`src/common/ppuCtrlPkg.sv`:
```
package ppuCtrlPkg;

    // ALU operation codes as seen by the execute stage
    typedef enum logic [3:0] {
        ALU_ADD  = 4'b0000,
        ALU_SUB  = 4'b0001,
        ALU_CMP  = 4'b1010,
        ALU_LUI  = 4'b1011,
        ALU_LINK = 4'b1100
    } aluOp_t;

    // second ALU operand source
    typedef enum logic [2:0] {
        SRC_REG   = 3'b000,
        SRC_LINK  = 3'b011, // pc + 8 for the link value
        SRC_IMM   = 3'b100,
        SRC_UPPER = 3'b101
    } srcOperand_t;

    typedef enum logic [1:0] {
        DEST_NONE = 2'b00,
        DEST_RD   = 2'b01,
        DEST_RT   = 2'b10,
        DEST_R31  = 2'b11
    } destSel_t;

    // one value per supported instruction
    typedef enum logic [3:0] {
        DEC_NOP,
        DEC_ADDIU,
        DEC_ADDU,
        DEC_SUBU,
        DEC_LB,
        DEC_LBU,
        DEC_LUI,
        DEC_BGTZ,
        DEC_BGEZ,
        DEC_BEQ,
        DEC_JAL,
        DEC_JR,
        DEC_SB,
        DEC_SD,
        DEC_ILLEGAL
    } decodeCase_t;

    // 24-bit control word, bit 23 first
    typedef struct packed {
        logic        addrMux;
        logic        rsAddrMux;
        logic        condJump;     // any jump or taken-branch path
        logic        uncondJump;
        destSel_t    destSel;
        srcOperand_t srcOperand;
        aluOp_t      aluOp;
        logic        branchInstr;
        logic        loadInstr;
        logic        rfEnable;
        logic        targetAddrInstr;
        logic [1:0]  memSize;      // 00 byte
        logic        memWrite;
        logic        memSignExt;
        logic        memEnable;
        logic        hiEnable;
        logic        loEnable;
    } ctrlWord_t;

    localparam ctrlWord_t CTRL_ZERO = '0;

endpackage

```
`src/common/mipsIsaPkg.sv`:
```
package mipsIsaPkg;

    localparam int INSTR_W  = 32;
    localparam int OPCODE_W = 6;
    localparam int FUNCT_W  = 6;
    localparam int REG_W    = 5;

    // bit positions of the instruction fields
    localparam int OPCODE_LSB = 26;
    localparam int RT_LSB     = 16;
    localparam int RD_LSB     = 11;
    localparam int FUNCT_LSB  = 0;

    typedef logic [INSTR_W-1:0] instr_t;
    typedef logic [REG_W-1:0]   regAddr_t;

    // major opcodes, bits 31:26
    typedef enum logic [OPCODE_W-1:0] {
        OP_RTYPE  = 6'b000000,
        OP_REGIMM = 6'b000001,
        OP_JAL    = 6'b000011,
        OP_BEQ    = 6'b000100,
        OP_BGTZ   = 6'b000111,
        OP_ADDIU  = 6'b001001,
        OP_LUI    = 6'b001111,
        OP_LB     = 6'b100000,
        OP_LBU    = 6'b100100,
        OP_SB     = 6'b101000,
        OP_SD     = 6'b111111
    } opcode_t;

    // function field of R-type words
    typedef enum logic [FUNCT_W-1:0] {
        FN_JR   = 6'b001000,
        FN_ADDU = 6'b100001,
        FN_SUBU = 6'b100011
    } funct_t;

    // rt field of REGIMM words selects the branch flavour
    typedef enum logic [REG_W-1:0] {
        RT_BGEZ = 5'b00001
    } regimmRt_t;

    localparam regAddr_t LINK_REG = 5'd31; // return address register for JAL

    function automatic opcode_t getOpcode(instr_t word);
        return opcode_t'(word[OPCODE_LSB +: OPCODE_W]);
    endfunction

    function automatic funct_t getFunct(instr_t word);
        return funct_t'(word[FUNCT_LSB +: FUNCT_W]);
    endfunction

    function automatic regAddr_t getRt(instr_t word);
        return word[RT_LSB +: REG_W];
    endfunction

    function automatic regAddr_t getRd(instr_t word);
        return word[RD_LSB +: REG_W];
    endfunction

    // same bits as rt, read as a REGIMM selector
    function automatic regimmRt_t getRegimmRt(instr_t word);
        return regimmRt_t'(word[RT_LSB +: REG_W]);
    endfunction

endpackage
```
`src/rtl/ppuControlUnit.sv`:
```
`timescale 1ns/1ps

module ppuControlUnit
    import mipsIsaPkg::*;
    import ppuCtrlPkg::*;
(
    input  logic      clk,
    input  logic      reset,
    input  logic      instrValid,
    input  instr_t    instr,
    output logic      ctrlValid,
    output ctrlWord_t ctrlWord,
    output regAddr_t  writeReg,
    output logic      illegalInstr
);

    decodeCase_t decodeCase;
    ctrlWord_t   nextCtrlWord;
    regAddr_t    nextWriteReg;
    logic        nextIllegal;

    instrClassifier classifier_i (
        .instr      (instr),
        .decodeCase (decodeCase)
    );

    ctrlTable table_i (
        .clk        (clk),
        .reset      (reset),
        .decodeCase (decodeCase),
        .instr      (instr),
        .ctrlWord   (nextCtrlWord),
        .writeReg   (nextWriteReg),
        .illegal    (nextIllegal)
    );

    // single output stage, one decode per cycle
    always_ff @(posedge clk) begin
        if (reset) begin
            ctrlValid    <= 1'b0;
            ctrlWord     <= CTRL_ZERO;
            writeReg     <= '0;
            illegalInstr <= 1'b0;
        end else begin
            ctrlValid <= instrValid;
            if (instrValid) begin
                ctrlWord     <= nextCtrlWord;
                writeReg     <= nextWriteReg;
                illegalInstr <= nextIllegal;
            end
        end
    end

    aValidKnown: assert property (@(posedge clk) disable iff (reset)
        !$isunknown(ctrlValid))
        else $error("ctrlValid unknown after reset");

endmodule

```
`src/rtl/ctrlTable.sv`:
```
`timescale 1ns/1ps

module ctrlTable
    import mipsIsaPkg::*;
    import ppuCtrlPkg::*;
(
    input  logic        clk,   // samples the checks below
    input  logic        reset,
    input  decodeCase_t decodeCase,
    input  instr_t      instr,
    output ctrlWord_t   ctrlWord,
    output regAddr_t    writeReg,
    output logic        illegal
);

    always_comb begin
        ctrlWord = CTRL_ZERO;
        case (decodeCase)
            DEC_ADDIU: begin
                ctrlWord.srcOperand = SRC_IMM;
                ctrlWord.aluOp      = ALU_ADD;
                ctrlWord.rfEnable   = 1'b1;
                ctrlWord.destSel    = DEST_RT;
            end
            DEC_ADDU: begin
                ctrlWord.srcOperand = SRC_REG;
                ctrlWord.aluOp      = ALU_ADD;
                ctrlWord.rfEnable   = 1'b1;
                ctrlWord.destSel    = DEST_RD;
            end
            DEC_SUBU: begin
                ctrlWord.srcOperand = SRC_REG;
                ctrlWord.aluOp      = ALU_SUB;
                ctrlWord.rfEnable   = 1'b1;
                ctrlWord.destSel    = DEST_RD;
            end
            DEC_LB, DEC_LBU: begin
                ctrlWord.srcOperand = SRC_IMM; // base + offset
                ctrlWord.aluOp      = ALU_ADD;
                ctrlWord.loadInstr  = 1'b1;
                ctrlWord.rfEnable   = 1'b1;
                ctrlWord.memEnable  = 1'b1;
                ctrlWord.memSignExt = (decodeCase == DEC_LB);
                ctrlWord.destSel    = DEST_RT;
            end
            DEC_LUI: begin
                ctrlWord.srcOperand = SRC_UPPER;
                ctrlWord.aluOp      = ALU_LUI;
                ctrlWord.rfEnable   = 1'b1;
                ctrlWord.destSel    = DEST_RT;
            end
            DEC_BGTZ: begin
                ctrlWord.aluOp           = ALU_CMP;
                ctrlWord.branchInstr     = 1'b1;
                ctrlWord.targetAddrInstr = 1'b1;
                ctrlWord.rsAddrMux       = 1'b1;
            end
            DEC_BGEZ: begin
                // same jump bits as a JAL, compared in the ALU
                ctrlWord.aluOp           = ALU_CMP;
                ctrlWord.branchInstr     = 1'b1;
                ctrlWord.targetAddrInstr = 1'b1;
                ctrlWord.condJump        = 1'b1;
                ctrlWord.uncondJump      = 1'b1;
            end
            DEC_BEQ: begin
                ctrlWord.branchInstr     = 1'b1;
                ctrlWord.targetAddrInstr = 1'b1;
                ctrlWord.condJump        = 1'b1;
            end
            DEC_JAL: begin
                ctrlWord.srcOperand      = SRC_LINK;
                ctrlWord.aluOp           = ALU_LINK;
                ctrlWord.rfEnable        = 1'b1;
                ctrlWord.targetAddrInstr = 1'b1;
                ctrlWord.condJump        = 1'b1;
                ctrlWord.uncondJump      = 1'b1;
                ctrlWord.destSel         = DEST_R31;
            end
            DEC_JR: begin
                ctrlWord.condJump   = 1'b1;
                ctrlWord.uncondJump = 1'b1;
                ctrlWord.rsAddrMux  = 1'b1; // target comes from rs
            end
            DEC_SB, DEC_SD: begin
                ctrlWord.memWrite  = 1'b1;
                ctrlWord.memEnable = 1'b1;
            end
            default: ctrlWord = CTRL_ZERO; // NOP and illegal words
        endcase
    end

    // destination register number from the selected field
    always_comb begin
        case (ctrlWord.destSel)
            DEST_RD:   writeReg = getRd(instr);
            DEST_RT:   writeReg = getRt(instr);
            DEST_R31:  writeReg = LINK_REG;
            DEST_NONE: writeReg = '0;
        endcase
    end

    assign illegal = (decodeCase == DEC_ILLEGAL);

    aStoreEnablesMem: assert property (@(posedge clk) disable iff (reset)
        ctrlWord.memWrite |-> ctrlWord.memEnable)
        else $error("store without memory enable");

    aLoadWritesBack: assert property (@(posedge clk) disable iff (reset)
        ctrlWord.loadInstr |-> ctrlWord.rfEnable)
        else $error("load without register write");

    aIllegalIsQuiet: assert property (@(posedge clk) disable iff (reset)
        illegal |-> (ctrlWord == CTRL_ZERO))
        else $error("illegal word with nonzero control");

endmodule

```
`src/rtl/instrClassifier.sv`:
```
`timescale 1ns/1ps

module instrClassifier
    import mipsIsaPkg::*;
    import ppuCtrlPkg::*;
(
    input  instr_t      instr,
    output decodeCase_t decodeCase
);

    opcode_t   opcode;
    funct_t    funct;
    regimmRt_t regimmRt;

    assign opcode   = getOpcode(instr);
    assign funct    = getFunct(instr);
    assign regimmRt = getRegimmRt(instr);

    always_comb begin
        decodeCase = DEC_ILLEGAL;
        if (instr == '0) begin
            // all-zero word wins over the SLL encoding
            decodeCase = DEC_NOP;
        end else begin
            case (opcode)
                OP_RTYPE: begin
                    case (funct)
                        FN_ADDU: decodeCase = DEC_ADDU;
                        FN_SUBU: decodeCase = DEC_SUBU;
                        FN_JR:   decodeCase = DEC_JR;
                        default: decodeCase = DEC_ILLEGAL; // other R-type functions
                    endcase
                end
                OP_REGIMM: begin
                    if (regimmRt == RT_BGEZ) begin
                        decodeCase = DEC_BGEZ;
                    end else begin
                        decodeCase = DEC_ILLEGAL;
                    end
                end
                OP_ADDIU: decodeCase = DEC_ADDIU;
                OP_LB:    decodeCase = DEC_LB;
                OP_LBU:   decodeCase = DEC_LBU;
                OP_LUI:   decodeCase = DEC_LUI;
                OP_BGTZ:  decodeCase = DEC_BGTZ;
                OP_BEQ:   decodeCase = DEC_BEQ;   // includes the plain B form
                OP_JAL:   decodeCase = DEC_JAL;
                OP_SB:    decodeCase = DEC_SB;
                OP_SD:    decodeCase = DEC_SD;
                default:  decodeCase = DEC_ILLEGAL;
            endcase
        end
    end

endmodule

```
`config.mk`:
```
export PLATFORM = sky130hd
export DESIGN_NAME = ppuControlUnit
export DESIGN_NICKNAME = d
export VERILOG_FILES = /design/src/common/ppuCtrlPkg.sv /design/src/common/mipsIsaPkg.sv /design/src/rtl/ppuControlUnit.sv /design/src/rtl/ctrlTable.sv /design/src/rtl/instrClassifier.sv
export SDC_FILE = /design/constraint.sdc
export NUM_CORES = 1
export LEC_CHECK = 0
export BUFFER_PORTS_ARGS = -buffer_cell sky130_fd_sc_hd__buf_4
export CORE_MARGIN = 2
export CORE_UTILIZATION = 48
export CTS_CLUSTER_DIAMETER = 80
export DETAILED_ROUTE_END_ITERATION = 8
export HOLD_SLACK_MARGIN = 0.05
export PLACE_DENSITY_LB_ADDON = 0.15
export RECOVER_POWER = 100
export REMOVE_ABC_BUFFERS = 1
export SLEW_MARGIN = 0
export SYNTH_ARGS = -nofsm -noshare
export SYNTH_HDL_FRONTEND = slang
export SYNTH_SLANG_ARGS = --single-unit
```
`constraint.sdc`:
```
create_clock -name clk -period 2.36 [get_ports clk]
set_input_delay 0.236 -clock clk [delete_from_list [all_inputs] [get_ports clk]]
set_output_delay 0.236 -clock clk [all_outputs]
set_load 0.05 [all_outputs]
```
**After elaboration in Yosys (flattened, before gate mapping)**

Index checks and enable logic that the tools add are counted.

- Add/sub/neg operators: 0
- Multiply operators: 0
- Div/mod/pow operators: 0
- $lt $le $gt $ge: 0
- Eq/ne operators: 31
- Shift-type cells: 0
- Mux-type cells: 17
- Bitwise operators: 0
- Reductions and logical operators: 15

Operators by type and width:

| operator | count |
|---|---|
| 4-bit case mux with 11 select lines | 1 |
| 5-bit case mux with 4 select lines | 2 |
| 6-bit == test (second input constant) | 6 |
| 32-bit logical NOT | 1 |
| 4-bit == test (second input constant) | 7 |
| 6-bit by 4-bit == test with 1-bit output (second input constant) | 3 |
| 4-bit by 3-bit == test with 1-bit output (second input constant) | 4 |
| 4-bit case mux with 4 select lines | 1 |
| 6-bit by 3-bit == test with 1-bit output (second input constant) | 2 |
| 4-bit case mux with 3 select lines | 1 |
| 4-bit OR reduction | 3 |
| 1-bit two-way mux | 10 |
| 2-bit OR reduction | 5 |
| 3-bit OR reduction | 3 |
| 4-bit by 2-bit == test with 1-bit output (second input constant) | 2 |
| 7-bit OR reduction | 1 |
| 6-bit by 1-bit == test with 1-bit output (second input constant) | 1 |
| 6-bit by 2-bit == test with 1-bit output (second input constant) | 1 |
| 6-bit logical NOT | 1 |
| 5-bit by 1-bit == test with 1-bit output (second input constant) | 1 |
| 2-bit == test (second input constant) | 2 |
| 4-bit by 1-bit == test with 1-bit output (second input constant) | 1 |
| 4-bit two-way mux | 1 |
| 3-bit two-way mux | 1 |
| 2 further kinds | 2 |

- Flip-flop bits (word level): 26
- Latch bits: 0
- Memory bits (writable): 0
- Memory bits (read-only): 0
- Input port bits: 35
- Output and inout port bits: 31
- Word-level logic and storage cells: 79
- Memories kept: 0

**Longest topological paths before layout**

- Word-level depth: 9
- Mapped depth: 9
- Gate-level depth less buffers: 7

**By module**

From an unflattened synthesis, not the netlist that was laid out.

- Cell total of the unflattened synthesis: 218
- Area total of the unflattened synthesis: 1,899.3 um2

By module, submodules not included:

| module | times used | cells an instance | area an instance (um2) |
|---|---|---|---|
| ppuControlUnit | 1 | 99 | 1,122.3 |
| instrClassifier | 1 | 60 | 389.1 |
| ctrlTable | 1 | 59 | 387.9 |

**Worst setup path before layout**

No wires, ideal clock.

- Path kind: input port to flip-flop
- Start: input port instr[26]
- End: register writeReg[0]
- Data arrival time: 1.819 ns
- Path slack: 0.422 ns
- Stages on the path: 9
- Buffers on the path: 2
- Path through: buf_2 > nor3_2 > and3b_1 > a21oi_1 > a311oi_2 > o22ai_1 > buf_2 > a31oi_1 > o21ai_1

- Word-level cells in the longest chain between the ends: 8
- Elaborated cells between the ends (all ways): 29

RTL lines:

| what | line | RTL |
|---|---|---|
| start: declaration | ppuControlUnit.sv:10 | `input instr_t instr,` |
| 6-bit == test, or another cell as far along | instrClassifier.sv:25 | `case (opcode)` |
| 4-bit case mux with 11 select lines | instrClassifier.sv:25 |  |
| 4-bit two-way mux (*) | instrClassifier.sv:21 | `if (instr == '0) begin` |
| 4-bit by 1-bit == test with 1-bit output, or another cell as far along | ctrlTable.sv:18 | `case (decodeCase)` |
| 3-bit OR reduction (no line) / 2-bit OR reduction (equally long branches) | - |  |
| 5-bit case mux with 4 select lines (*) | ctrlTable.sv:18 |  |
| 2-bit == test, or another cell as far along | ctrlTable.sv:95 | `case (ctrlWord.destSel)` |
| 5-bit case mux with 4 select lines (*) | ctrlTable.sv:95 |  |
| end signal: assignment | ppuControlUnit.sv:48 | `writeReg <= nextWriteReg;` |
| end: declaration | ppuControlUnit.sv:13 | `output regAddr_t writeReg,` |

Every way passes the cells marked *; elsewhere a longest branch is shown, timed or not.
A chain may end at the register's enable or synchronous reset.

**Final worst setup path**

- Start: input port instr[30]
- End: register ctrlWord[14] (netlist bit)

- Word-level cells in the longest chain between the ends: 6
- Elaborated cells between the ends (all ways): 21

RTL lines:

| what | line | RTL |
|---|---|---|
| 6-bit == test, or another cell as far along | instrClassifier.sv:25 |  |
| 4-bit case mux with 11 select lines | instrClassifier.sv:25 |  |
| 4-bit two-way mux (*) | instrClassifier.sv:21 |  |
| 4-bit by 3-bit == test with 1-bit output / 4-bit == test (equally long branches) | ctrlTable.sv:18 |  |
| 2-bit OR reduction (no line) | - |  |
| 4-bit case mux with 4 select lines (*) | ctrlTable.sv:18 |  |
| end signal: assignment | ppuControlUnit.sv:47 | `ctrlWord <= nextCtrlWord;` |
| end: declaration | ppuControlUnit.sv:12 | `output ctrlWord_t ctrlWord,` |

Marked as above.

==> results.yml <==
synth:
  synth-compound-area-share: 0.2899
  synth_xor_area_frac: 0
  synth_cells: 199
  ys_warn_count: 0
  synthMuxAreaShare: 0
  yosysSeqAreaShare: 0.3304
  synthAdderAreaFrac: 0
  synthTopCellsByCount: "dfxtp_1 (26), nor2_1 (24), nand2_1 (22)"
  synth_top_family_by_area: "simple AND/OR/NAND/NOR gates"
  syn_area_mm2: 0.001575
  synth_top_area_share: 0.3304
  ys_seq_elements: 26
  yosys.area_share.simple: 0.3074
  yosysUniqueCellTypes: 54
  yosysTopAreaCell: "dfxtp_1"
  synth-main-ff-cell: "dfxtp_1"
  synth.area.top_cells: "dfxtp_1 (33%), nor2_1 (5.7%), nand2_1 (5.2%)"
  synth-edff-count: 0
  avgSynthCellArea_um2: 7.916
  synthMostInstantiatedCell: "dfxtp_1"
  async_flop_share: 0
sta:
  relSlewSlack: 0.4833
  fin_crit_sh: 0.8507
  slew_viol_final: 0
  finalHoldViolCount: 0
  fin_tns_setup_ns: 0
  rsz0062_at_grt: "false"
  finalCriticalPeriod_ns: 2.008
  skew_ns: 0
  setup_viol: 0
  timing.fmax_ghz: 0.4981
  worst_pin_slew_ns: 0.7751
layout:
  area_delta_synth_final_pct: 23.99
  drive_gt1_frac: 0.2031
  fillers: 316
  antenna_cells: 0
  final_nets: 292
job:
  maxCapViolations: 0
clock_network:
  cts_max_level: 1
  cts_buffers: 3
  clk_latency_ns: 0.32
  cts_setup_buffers: 0
  ctsResizeCount: 0
  clock_sinks: 26
  cts_tree: "yes"
  cts.path.max_buffers: 2
  ctsHoldBuffers: 0
  clockRootBuffer: "clkbuf_4"
  clk_pin_slew_ns: 0.14
setup_path:
  r2r_setup_slack_ns: 1.63
  cpMaxStageDelayCell: "or4_4"
  arrival_ns: 2.26
  crit_required_ns: 2.62
  critPathTopFamily: "compound AO/OA/AOI/OAI gates"
  cp_max_fo: 11
  critPathMaxStageDelay_ns: 0.59
  crit_type: "in2reg"
  end_kind: "flop"
  critPathBufInv: 1
  startpoint_type: "input port"
  crit_chain: "clkbuf_1, or4_4, o21ai_2, o2bb2ai_1, o2111a_4, nand2_1, o31a_1, a211oi_2"
pwr:
  p_total_mw: 1.047
  ir_worst_vdd_mv: 0.3048
  power.density_mw_per_mm2: 535.9
  power.leakage_nw: 0.7276
grt:
  grt_pass1_vias: 1409
  grt-ovfl-total: 0
  grt_util_met2: 0.3739
  grt_antenna_before_repair: 0
  grt_most_used_layer: "met2"
  grtUsageMet1: 0.3018
  grt_max_degree: 21
  grt_pass1_wl_mm: 6.479
  grtUsageMet3: 0.04412
  track_usage: 0.2263
placed_design:
  gp_congestion: 0.8580
  port_buffers: 60
  hpwl_mm: 3.050
route:
  ant_nets: 0
  route.detailed.drc: 0
  drt_pass1_iterations: 4
  vias: 1643
  wl_per_cell_um: 13.31
  routed_wirelength_mm: 3.994
  routed_via_density: 5.477
  first_iter_violations: 112
floorplanning:
  initial_core_util: 0.5118
  fp.dieH_um: 61.29
  die_w_um: 61.29
  ioPinCount: 66
  std_cell_rows: 20
  dieArea_mm2: 0.003756
  core_area_mm2: 0.003078
status:
  status: "complete, no violations"
hold_path:
  worstHoldPathType: "in2reg"
==> cell usage in the layout, fill, tap and decap left out, types with 2 or more instances in the layout <==
cell      instances
o22ai_1           2
nor2b_1           3
a22oi_1           6
a21oi_1          14
o21ai_0           4
buf_4            36
nand2b_1          6
nand4_1           3
a21o_1            2
and3b_1           2
conb_1            5
a31oi_1           6
nor3_1            7
dfxtp_1          26
clkbuf_1         29
o21ai_1           4
a211oi_1          2
or3_1             2
a311oi_2          2
a32oi_1           2
nand2_1          23
a211o_1           2
nor2_1           24
clkbuf_4          4
a311oi_1          2
nor4_1            4
or2_2             2
nand3_1           6
==> power breakdown <==
group / switching (mW) / internal (mW) / total, mW
logic: 0.187 / 0.0918 / 0.279
clock network: 0.131 / 0.172 / 0.303
registers: 0.00822 / 0.456 / 0.465
==> sequential cells by signal, summed over array words and instances (netlist names) <==
signal	flops
ctrlWord	19
writeReg	5
ctrlValid	1
illegalInstr	1
==> final cells by class <==
cell class,count,area (um2),area share
multi-input combinational,158,930.9,0.4766
timing repair buffer,66,386.6,0.1980
inverter,2,7.507,0.003844
tap,44,55.05,0.02819
clock inverter,1,30.03,0.01537
sequential,26,520.5,0.2665
clock buffer,3,22.52,0.01153
==> final timing paths <==
check	startpoint	endpoint	cells past startpoint
worst max-delay path	instr[30]	ctrlWord[14]	8
worst min-delay path	instr[14]	writeReg[3]	3
worst max register to register	ctrlWord[8]	ctrlWord[8]	2
worst min register to register	ctrlWord[18]	ctrlWord[18]	2
==> stage by stage <==
stage	std cells	utilization	setup slack, ns	instance area, um2	hold WS, ns
final	300	0.6346	0.3523	1953	0.1741
after global routing	300	0.6346	0.2122	1953	0.1856
after CTS	300	0.6793	0.5913	2091	0.1716
after detailed placement	296	0.6622	0.2371	2038	0.4412
after global placement	296	0.6622	0.1987	2038	0.4409
after floorplan	186	-	0.2527	1488	0.3006
==> layer usage <==
metal	share of wire	up-vias
li1	-	840
met1	0.44	738
met2	0.48	60
met3	0.067	5
met4	0.011	0
met5	0	-
==> worst min-delay path: stages <==
cell and delay [ns]:
buf_4 0.08, nor2_1 0.03, o21ai_1 0.12
==> kinds of logic (layout without fill, tap and decap cells) <==
family	after synthesis	after routing
AO/OA/AOI/OAI	61	61
buffers and inverters	19	72
flip-flops	26	26
other	1	5
AND/OR/NAND/NOR	92	92
(Power assumes the default switching activity.)
